--- config.mk ---
export PLATFORM = sky130hd
export DESIGN_NAME = core_regs_top
export DESIGN_NICKNAME = d
export VERILOG_FILES = /design/src/core_pkg.sv /design/src/core_regs_top.sv /design/src/global_regs.sv /design/src/regport_decoder.sv /design/src/regport_resp_mux.sv /design/src/route_table.sv
export VERILOG_INCLUDE_DIRS = /design/src
export SDC_FILE = /design/constraint.sdc
export NUM_CORES = 1
export LEC_CHECK = 0
export BUFFER_PORTS_ARGS = -buffer_cell sky130_fd_sc_hd__buf_2
export CAP_MARGIN = 5
export CORE_MARGIN = 2
export CORE_UTILIZATION = 50
export CTS_BUF_LIST = sky130_fd_sc_hd__clkbuf_16
export CTS_CLUSTER_DIAMETER = 100
export CTS_CLUSTER_SIZE = 20
export DETAILED_ROUTE_END_ITERATION = 8
export PLACE_DENSITY = 0.81
export RECOVER_POWER = 100
export SLEW_MARGIN = 20
export SYNTH_ARGS = -nofsm -noshare
export SYNTH_HDL_FRONTEND = slang
export SYNTH_HIERARCHICAL = 1
export SYNTH_SLANG_ARGS = --single-unit
--- constraint.sdc ---
create_clock -name i_bus_clk -period 1.78 [get_ports i_bus_clk]
set_input_delay 0.089 -clock i_bus_clk [delete_from_list [all_inputs] [get_ports i_bus_clk]]
set_output_delay 0.089 -clock i_bus_clk [all_outputs]
set_load 0.1 [all_outputs]
--- src/core_macros.svh ---
/*
  Core register map constants
  Word addresses, reset values and build identity of the bus-clock core
*/
`ifndef CORE_MACROS_SVH
`define CORE_MACROS_SVH

// Global register words
`define CORE_REG_GIT_HASH    14'h000
`define CORE_REG_NUM_CE      14'h004
`define CORE_REG_LOCAL_ADDR  14'h008
`define CORE_REG_SCRATCH     14'h00C

// Route table window, one word per entry
`define CORE_REG_BASE_ROUTE  14'h010
`define CORE_ROUTE_ENTRIES   16

// Build identity
`define CORE_GIT_HASH        32'h5A3C_91E7
`define CORE_NUM_CE          32'd4

// Power-up scratch, selects SPI mux 2 with CPLD out of reset
`define CORE_SCRATCH_RESET   32'h0000_0002
`define CORE_UPLINK_PORT     4'd0

`endif

--- src/core_pkg.sv ---
/*
  Core types
  Register port, stream destination and crossbar port types
*/
`include "core_macros.svh"

package core_pkg;

  //////////////////////////////
  // Register port
  //////////////////////////////

  // Byte address, word aligned in practice
  typedef logic [13:0] reg_addr_t;
  typedef logic [31:0] reg_data_t;

  //////////////////////////////
  // Stream routing
  //////////////////////////////

  // Crossbar output port number
  typedef logic [3:0] port_t;

  // Destination address
  // Upper byte is the device, low bits the endpoint
  typedef logic [15:0] sid_dst_t;

  // Index into the route table
  typedef logic [$clog2(`CORE_ROUTE_ENTRIES)-1:0] route_idx_t;

endpackage

--- src/core_regs_top.sv ---
/*
  Core register top
  Decoder, global bank, route table and response merge on bus_clk
*/
`timescale 1ns/1ps

module core_regs_top (
  input  logic                i_bus_clk,
  input  logic                i_bus_rst,
  input  logic                i_reg_wr_req,
  input  core_pkg::reg_addr_t i_reg_wr_addr,
  input  core_pkg::reg_data_t i_reg_wr_data,
  input  logic                i_reg_rd_req,
  input  core_pkg::reg_addr_t i_reg_rd_addr,
  output logic                o_reg_rd_resp,
  output core_pkg::reg_data_t o_reg_rd_data,
  output logic                o_reg_rd_err,
  input  logic                i_dst_stb,
  input  core_pkg::sid_dst_t  i_dst,
  output logic                o_port_stb,
  output core_pkg::port_t     o_port,
  output logic [2:0]          o_spi_mux,
  output logic                o_cpld_reset
);
  import core_pkg::*;

  //////////////////////////////
  // Decoded register traffic
  //////////////////////////////

  logic      glob_wr_stb;
  logic      route_wr_stb;
  reg_addr_t wr_addr;
  reg_data_t wr_data;
  logic      glob_rd_stb;
  logic      route_rd_stb;
  logic      rd_miss_stb;
  reg_addr_t rd_addr;

  // Region replies
  logic      glob_rd_resp;
  reg_data_t glob_rd_data;
  logic      route_rd_resp;
  reg_data_t route_rd_data;

  // Device address for the lookup
  logic [7:0] local_addr;

  regport_decoder u_decoder (
    .i_clk          (i_bus_clk),
    .i_rst          (i_bus_rst),
    .i_reg_wr_req   (i_reg_wr_req),
    .i_reg_wr_addr  (i_reg_wr_addr),
    .i_reg_wr_data  (i_reg_wr_data),
    .i_reg_rd_req   (i_reg_rd_req),
    .i_reg_rd_addr  (i_reg_rd_addr),
    .o_glob_wr_stb  (glob_wr_stb),
    .o_route_wr_stb (route_wr_stb),
    .o_wr_addr      (wr_addr),
    .o_wr_data      (wr_data),
    .o_glob_rd_stb  (glob_rd_stb),
    .o_route_rd_stb (route_rd_stb),
    .o_rd_miss_stb  (rd_miss_stb),
    .o_rd_addr      (rd_addr)
  );

  global_regs u_global_regs (
    .i_clk (i_bus_clk), .i_rst (i_bus_rst),
    .i_wr_stb (glob_wr_stb), .i_wr_addr (wr_addr), .i_wr_data (wr_data),
    .i_rd_stb (glob_rd_stb), .i_rd_addr (rd_addr),
    .o_rd_resp (glob_rd_resp), .o_rd_data (glob_rd_data),
    .o_local_addr (local_addr), .o_spi_mux (o_spi_mux), .o_cpld_reset (o_cpld_reset)
  );

  route_table u_route_table (
    .i_clk (i_bus_clk), .i_rst (i_bus_rst),
    .i_wr_stb (route_wr_stb), .i_wr_addr (wr_addr), .i_wr_data (wr_data),
    .i_rd_stb (route_rd_stb), .i_rd_addr (rd_addr), .i_local_addr (local_addr),
    .i_dst_stb (i_dst_stb), .i_dst (i_dst),
    .o_rd_resp (route_rd_resp), .o_rd_data (route_rd_data),
    .o_port_stb (o_port_stb), .o_port (o_port)
  );

  regport_resp_mux u_resp_mux (
    .i_clk (i_bus_clk), .i_rst (i_bus_rst),
    .i_glob_rd_resp (glob_rd_resp), .i_glob_rd_data (glob_rd_data),
    .i_route_rd_resp (route_rd_resp), .i_route_rd_data (route_rd_data),
    .i_rd_miss_stb (rd_miss_stb),
    .o_reg_rd_resp (o_reg_rd_resp), .o_reg_rd_data (o_reg_rd_data),
    .o_reg_rd_err (o_reg_rd_err)
  );

endmodule

--- src/global_regs.sv ---
/*
  Global register bank
  Scratch, local address, engine count and build hash.
  Scratch also drives the SPI mux select and CPLD reset
*/
`timescale 1ns/1ps
`include "core_macros.svh"

module global_regs (
  input  logic                i_clk,
  input  logic                i_rst,
  input  logic                i_wr_stb,
  input  core_pkg::reg_addr_t i_wr_addr,
  input  core_pkg::reg_data_t i_wr_data,
  input  logic                i_rd_stb,
  input  core_pkg::reg_addr_t i_rd_addr,
  output logic                o_rd_resp,
  output core_pkg::reg_data_t o_rd_data,
  output logic [7:0]          o_local_addr,
  output logic [2:0]          o_spi_mux,
  output logic                o_cpld_reset
);
  import core_pkg::*;

  reg_data_t  scratch_q;
  logic [7:0] local_addr_q;

  //////////////////////////////
  // Write side
  //////////////////////////////

  always_ff @(posedge i_clk) begin
    if (i_rst) begin
      scratch_q    <= `CORE_SCRATCH_RESET;
      local_addr_q <= 8'h00;
    end else if (i_wr_stb) begin
      case (i_wr_addr)
        `CORE_REG_SCRATCH:    scratch_q    <= i_wr_data;
        // Device address, one byte wide
        `CORE_REG_LOCAL_ADDR: local_addr_q <= i_wr_data[7:0];
        // Hash and engine count are read only
        default: ;
      endcase
    end
  end

  //////////////////////////////
  // Read side
  //////////////////////////////

  // Response one cycle after the strobe
  always_ff @(posedge i_clk) begin
    if (i_rst) begin
      o_rd_resp <= 1'b0;
    end else begin
      o_rd_resp <= i_rd_stb;
    end
  end

  always_ff @(posedge i_clk) begin
    case (i_rd_addr)
      `CORE_REG_GIT_HASH:   o_rd_data <= `CORE_GIT_HASH;
      `CORE_REG_NUM_CE:     o_rd_data <= `CORE_NUM_CE;
      `CORE_REG_LOCAL_ADDR: o_rd_data <= {24'h000000, local_addr_q};
      `CORE_REG_SCRATCH:    o_rd_data <= scratch_q;
      default:              o_rd_data <= '0;
    endcase
  end

  // Board control straight from scratch
  assign o_local_addr = local_addr_q;
  assign o_spi_mux    = scratch_q[2:0];
  assign o_cpld_reset = scratch_q[3];

endmodule

--- src/regport_decoder.sv ---
/*
  Register port decoder
  Registers the write and read strobes and steers each one to the
  global bank, the route table, or the miss path
*/
`timescale 1ns/1ps
`include "core_macros.svh"

module regport_decoder (
  input  logic               i_clk,
  input  logic               i_rst,
  input  logic               i_reg_wr_req,
  input  core_pkg::reg_addr_t i_reg_wr_addr,
  input  core_pkg::reg_data_t i_reg_wr_data,
  input  logic               i_reg_rd_req,
  input  core_pkg::reg_addr_t i_reg_rd_addr,
  output logic               o_glob_wr_stb,
  output logic               o_route_wr_stb,
  output core_pkg::reg_addr_t o_wr_addr,
  output core_pkg::reg_data_t o_wr_data,
  output logic               o_glob_rd_stb,
  output logic               o_route_rd_stb,
  output logic               o_rd_miss_stb,
  output core_pkg::reg_addr_t o_rd_addr
);
  import core_pkg::*;

  // First byte past the route window
  localparam reg_addr_t ROUTE_END =
    reg_addr_t'(`CORE_REG_BASE_ROUTE + 4 * `CORE_ROUTE_ENTRIES);

  // One of the four global words
  function automatic logic is_glob(input reg_addr_t addr);
    return (addr == `CORE_REG_GIT_HASH) || (addr == `CORE_REG_NUM_CE) ||
           (addr == `CORE_REG_LOCAL_ADDR) || (addr == `CORE_REG_SCRATCH);
  endfunction

  // Aligned word inside the route window
  function automatic logic is_route(input reg_addr_t addr);
    return (addr >= `CORE_REG_BASE_ROUTE) && (addr < ROUTE_END) &&
           (addr[1:0] == 2'b00);
  endfunction

  // Strobes, cleared on reset
  always_ff @(posedge i_clk) begin
    if (i_rst) begin
      o_glob_wr_stb  <= 1'b0;
      o_route_wr_stb <= 1'b0;
      o_glob_rd_stb  <= 1'b0;
      o_route_rd_stb <= 1'b0;
      o_rd_miss_stb  <= 1'b0;
    end else begin
      // Unmapped writes simply vanish here
      o_glob_wr_stb  <= i_reg_wr_req && is_glob(i_reg_wr_addr);
      o_route_wr_stb <= i_reg_wr_req && is_route(i_reg_wr_addr);
      o_glob_rd_stb  <= i_reg_rd_req && is_glob(i_reg_rd_addr);
      o_route_rd_stb <= i_reg_rd_req && is_route(i_reg_rd_addr);
      // Exactly one read outcome per request
      o_rd_miss_stb  <= i_reg_rd_req && !is_glob(i_reg_rd_addr) &&
                        !is_route(i_reg_rd_addr);
    end
  end

  // Address and data follow the strobes
  always_ff @(posedge i_clk) begin
    o_wr_addr <= i_reg_wr_addr;
    o_wr_data <= i_reg_wr_data;
    o_rd_addr <= i_reg_rd_addr;
  end

endmodule

--- src/regport_resp_mux.sv ---
/*
  Read response merge
  Folds region responses and delayed misses into one registered reply
*/
`timescale 1ns/1ps

module regport_resp_mux (
  input  logic                i_clk,
  input  logic                i_rst,
  input  logic                i_glob_rd_resp,
  input  core_pkg::reg_data_t i_glob_rd_data,
  input  logic                i_route_rd_resp,
  input  core_pkg::reg_data_t i_route_rd_data,
  input  logic                i_rd_miss_stb,
  output logic                o_reg_rd_resp,
  output core_pkg::reg_data_t o_reg_rd_data,
  output logic                o_reg_rd_err
);
  import core_pkg::*;

  logic      miss_q;
  reg_data_t resp_data;

  // Miss waits one cycle, in step with the regions
  always_ff @(posedge i_clk) begin
    if (i_rst) begin
      miss_q <= 1'b0;
    end else begin
      miss_q <= i_rd_miss_stb;
    end
  end

  // At most one source active per cycle, a miss gives zero
  assign resp_data = i_glob_rd_resp  ? i_glob_rd_data  :
                     i_route_rd_resp ? i_route_rd_data : '0;

  always_ff @(posedge i_clk) begin
    if (i_rst) begin
      o_reg_rd_resp <= 1'b0;
      o_reg_rd_err  <= 1'b0;
    end else begin
      o_reg_rd_resp <= i_glob_rd_resp | i_route_rd_resp | miss_q;
      o_reg_rd_err  <= miss_q;
    end
  end

  always_ff @(posedge i_clk) begin
    o_reg_rd_data <= resp_data;
  end

endmodule

--- src/route_table.sv ---
/*
  Stream route table
  Register-programmed map from destination endpoint to crossbar port,
  with a one-cycle lookup for the stream side
*/
`timescale 1ns/1ps
`include "core_macros.svh"

module route_table (
  input  logic                i_clk,
  input  logic                i_rst,
  input  logic                i_wr_stb,
  input  core_pkg::reg_addr_t i_wr_addr,
  input  core_pkg::reg_data_t i_wr_data,
  input  logic                i_rd_stb,
  input  core_pkg::reg_addr_t i_rd_addr,
  input  logic [7:0]          i_local_addr,
  input  logic                i_dst_stb,
  input  core_pkg::sid_dst_t  i_dst,
  output logic                o_rd_resp,
  output core_pkg::reg_data_t o_rd_data,
  output logic                o_port_stb,
  output core_pkg::port_t     o_port
);
  import core_pkg::*;

  localparam int IDX_W = $bits(route_idx_t);

  port_t      route_mem [`CORE_ROUTE_ENTRIES];
  reg_addr_t  wr_off;
  reg_addr_t  rd_off;
  route_idx_t wr_idx;
  route_idx_t rd_idx;
  route_idx_t dst_idx;

  // Word offsets into the table window
  assign wr_off  = i_wr_addr - `CORE_REG_BASE_ROUTE;
  assign rd_off  = i_rd_addr - `CORE_REG_BASE_ROUTE;
  assign wr_idx  = wr_off[IDX_W+1:2];
  assign rd_idx  = rd_off[IDX_W+1:2];
  // Endpoint bits of the destination
  assign dst_idx = i_dst[IDX_W-1:0];

  //////////////////////////////
  // Table storage
  //////////////////////////////

  // All entries point at the uplink after reset
  always_ff @(posedge i_clk) begin
    if (i_rst) begin
      for (int i = 0; i < `CORE_ROUTE_ENTRIES; i++) begin
        route_mem[i] <= '0;
      end
    end else if (i_wr_stb) begin
      route_mem[wr_idx] <= i_wr_data[$bits(port_t)-1:0];
    end
  end

  // Register readback, zero-extended
  always_ff @(posedge i_clk) begin
    if (i_rst) begin
      o_rd_resp <= 1'b0;
    end else begin
      o_rd_resp <= i_rd_stb;
    end
  end

  always_ff @(posedge i_clk) begin
    o_rd_data <= reg_data_t'(route_mem[rd_idx]);
  end

  //////////////////////////////
  // Lookup
  //////////////////////////////

  always_ff @(posedge i_clk) begin
    if (i_rst) begin
      o_port_stb <= 1'b0;
    end else begin
      o_port_stb <= i_dst_stb;
    end
  end

  // Foreign device goes out the uplink
  always_ff @(posedge i_clk) begin
    if (i_dst[15:8] == i_local_addr) begin
      o_port <= route_mem[dst_idx];
    end else begin
      o_port <= `CORE_UPLINK_PORT;
    end
  end

endmodule

==> impl_metrics.json <==
{
  "yosysTopAreaCell": "dfxtp_1",
  "htree_num_levels": 1,
  "fmax_mhz": 589,
  "drc_errors": 0,
  "r2r_start": "u_decoder/o_rd_addr[2]",
  "start_util_pct": 50.8,
  "multi_input_area_um2": 3510,
  "ir_drop_mv": 0.578,
  "final_net_count": 993,
  "dpl.hpwl_um": 13000,
  "start_kind": "flip-flop",
  "grt-ovfl-total": 0,
  "wl_um": 20300,
  "drive_gt1_share_pct": 21.2,
  "worstSetupEndpointType": "flip-flop",
  "grt_first_pass_wirelength_um": 31400,
  "placementRows": 50,
  "top_level_ports": 124,
  "cp.depth": 3,
  "reg2reg_depth": 3,
  "drv_cap": 0,
  "cts_buffers": 16,
  "setup_tns_ns": 0,
  "antenna_found_initial": 0,
  "ys_seq_area_share_pct": 58.8,
  "die_y_um": 142,
  "grt_max_degree": 83,
  "globalplace.congestion": 0.934,
  "hold_viol_final": 0,
  "utilization_pct": 60.1,
  "critPathRequiredTime_ns": 2.14,
  "critPathKind": "flip-flop to flip-flop",
  "grt_pass1_vias": 6140,
  "power.density_nw_per_um2": 900,
  "ys_ff_latch": 247,
  "max_slew_margin_pct": 20.4,
  "setup_viol_count_final": 0,
  "endpoint": "u_route_table/o_rd_data[1]",
  "synth_area_per_cell_um2": 13.0,
  "clock_path_buffers": 3,
  "portBuffers": 119,
  "fp.coreArea_um2": 18700,
  "arrival_ns": 2.06,
  "yosysWarnings": 6,
  "seq_area_um2": 5590,
  "period_share_pct": 95.4,
  "hold_path_class": "input pin to flip-flop",
  "synth_edf_count": 64,
  "synth_area_leaders": "dfxtp_1 (39%), edfxtp_1 (20%), mux4_2 (8.5%)",
  "status": "completed",
  "startpoint": "u_decoder/o_rd_addr[2]",
  "tightest_slew_ns": 1.19,
  "path_buf_inv": 1,
  "yosys.area.top_type_share_pct": 38.5,
  "rsz0062_at_grt": "false",
  "critPathMaxStageDelay_ns": 0.52,
  "n_antenna_cell": 0,
  "fillers": 1443,
  "crit_fanout": 8,
  "path_clk_slew_ns": 0.08,
  "detail-route-antenna-nets": 0,
  "cts_root_buf": "clkbuf_16",
  "worst_path_most_repeated_cell": "mux4_2",
  "hold_depth": 4,
  "fp.dieW_um": 142,
  "drv_slew": 0,
  "wl_per_cell_um": 17.6,
  "yosysUniqueCellTypes": 46,
  "fin_crit_ns": 1.70,
  "fin_skew_ns": 0.0111,
  "cts_tree": "done",
  "cp_cell_sequence": "buf_6, mux4_2, mux4_2",
  "grt.total_usage_pct": 19.9,
  "syn_inst": 732,
  "synthArstFlopShare_pct": 0,
  "insertion_delay_ns": 0.49,
  "dr.first_iter.drc_count": 336,
  "dieArea_um2": 20100,
  "path_delay_family": "multiplexers",
  "via_per_inst": 5.24,
  "cp_slowest_cell": "mux4_2",
  "netlist_area_um2": 9500,
  "synth_ff_type": "dfxtp_1",
  "num_vias": 6052,
  "cts.sinks": 247,
  "dr.pass1.iters": 4,
  "p_leak_nw": 4.48,
  "r2r_end": "u_route_table/o_rd_data[1]",
  "reg2reg_setup_slack_ns": 0.08,
  "area_delta_synth_final_pct": 18.3
}
==> state kept, by name, summed over array words and instances, names as in the netlist, 4 cells and up <==
| name | count |
|---|---|
| u_route_table/route_mem | 64 |
| u_decoder/o_wr_data | 32 |
| u_global_regs/o_rd_data | 32 |
| u_global_regs/scratch_q | 32 |
| u_resp_mux/o_reg_rd_data | 32 |
| u_decoder/o_rd_addr | 14 |
| u_decoder/o_wr_addr | 14 |
| u_global_regs/o_local_addr | 8 |
| u_route_table/o_port | 4 |
| u_route_table/o_rd_data | 4 |
==> power by group <==
part	switching [mW]	internal (mW)
Sequential	0.0824	5.87
Clock	1.81	1.74
Combinational	0.289	0.343
==> what timing repair did <==
action | in CTS | in global routing
hold buffers | 63 | 0
hold endpoints to repair | 66 | 0
setup buffers | 0 | 0
setup endpoints to repair | 0 | 1
gates resized for setup | 0 | 1
==> worst min path at each step <==
| stage | from | end |
|---|---|---|
| floorplan | i_reg_rd_addr[0] | u_decoder/o_rd_addr[0] |
| global placement | i_reg_wr_data[1] | u_decoder/o_wr_data[1] |
| detailed placement | i_reg_wr_data[0] | u_decoder/o_wr_data[0] |
| CTS | i_bus_rst | u_decoder/o_route_rd_stb |
| global route | i_dst[3] | u_route_table/o_port[0] |
| finish | i_dst[3] | u_route_table/o_port[3] |
==> Yosys cell counts, types with 2 or more instances <==
cell and n:
or4_1 2, or3_1 3, nor3_1 10, nor3b_1 2, nand2b_1 77, nand2_1 22
mux2_2 2, and2_1 64, a22o_1 31, or3b_2 3, buf_6 6, nor2b_1 6
a211oi_1 5, a21oi_1 12, buf_4 32, o22ai_1 8, mux2i_1 41, nor4_1 7
dfxtp_1 183, nor4b_4 2, buf_12 3, clkbuf_1 20, nor2_1 20, edfxtp_1 64
xor2_1 8, buf_2 9, a2111oi_2 2, o21bai_1 2, mux4_2 36, and3_1 16
or2_2 19
==> metal layers <==
layer	part of all wire [%]	vias up	track usage (%)
li1	-	2880	-
met1	41	2908	24.4
met2	51	214	35.4
met3	5.7	50	3.61
met4	2.7	0	6.74
met5	0	-	0
==> cell type report <==
type	instances	share of cell area [%]
Sequential cell	247	49.7
Multi-Input combinational cell	441	31.2
Timing Repair Buffer	206	12.4
Clock buffer	17	3.78
Tap cell	234	2.60
Clock inverter	9	0.378
==> cells in the final DEF (no fill, tap or decap), types with 29 or more instances in the layout <==
cell type,n
dfxtp_1,182
nand2b_1,77
edfxtp_1,64
dlygate4sd3_1,63
buf_2,49
clkbuf_2,46
mux2i_1,41
and2_0,36
mux4_2,36
clkbuf_1,33
a22o_1,31
and2_1,29
==> worst reg2reg max path, stage by stage, from the launching register on <==
cell and delay (ns):
dfxtp_2 0.39, buf_6 0.18, mux4_2 0.53, mux4_2 0.48
==> kinds of logic (layout without fill, tap and decap cells) <==
logic type	after synthesis	in the layout	share of synthesized area (%)
compound gates	63	63	5.13
xor+xnor	8	8	0.737
buf+inv	71	232	5.17
flops	247	247	58.8
mux	79	79	13.1
other cells	1	28	0.0395
simple gates	263	263	17.1
==> per-stage QoR <==
stage,total power [mW],std cells,hold slack (ns),instance area (um2),setup WS [ns]
2_1_floorplan,6.42,759,0.117,9610,0.0301
3_3_place_gp,6.59,1064,0.192,10200,0.112
3_5_place_dp,6.60,1064,0.193,10200,0.0864
4_1_cts,10.2,1153,0.0635,11300,0.0494
5_1_grt,10.5,1154,0.174,11200,0.0277
6_report,10.1,1154,0.159,11200,0.0819
Note: power is estimated with default switching activity, not from simulation.
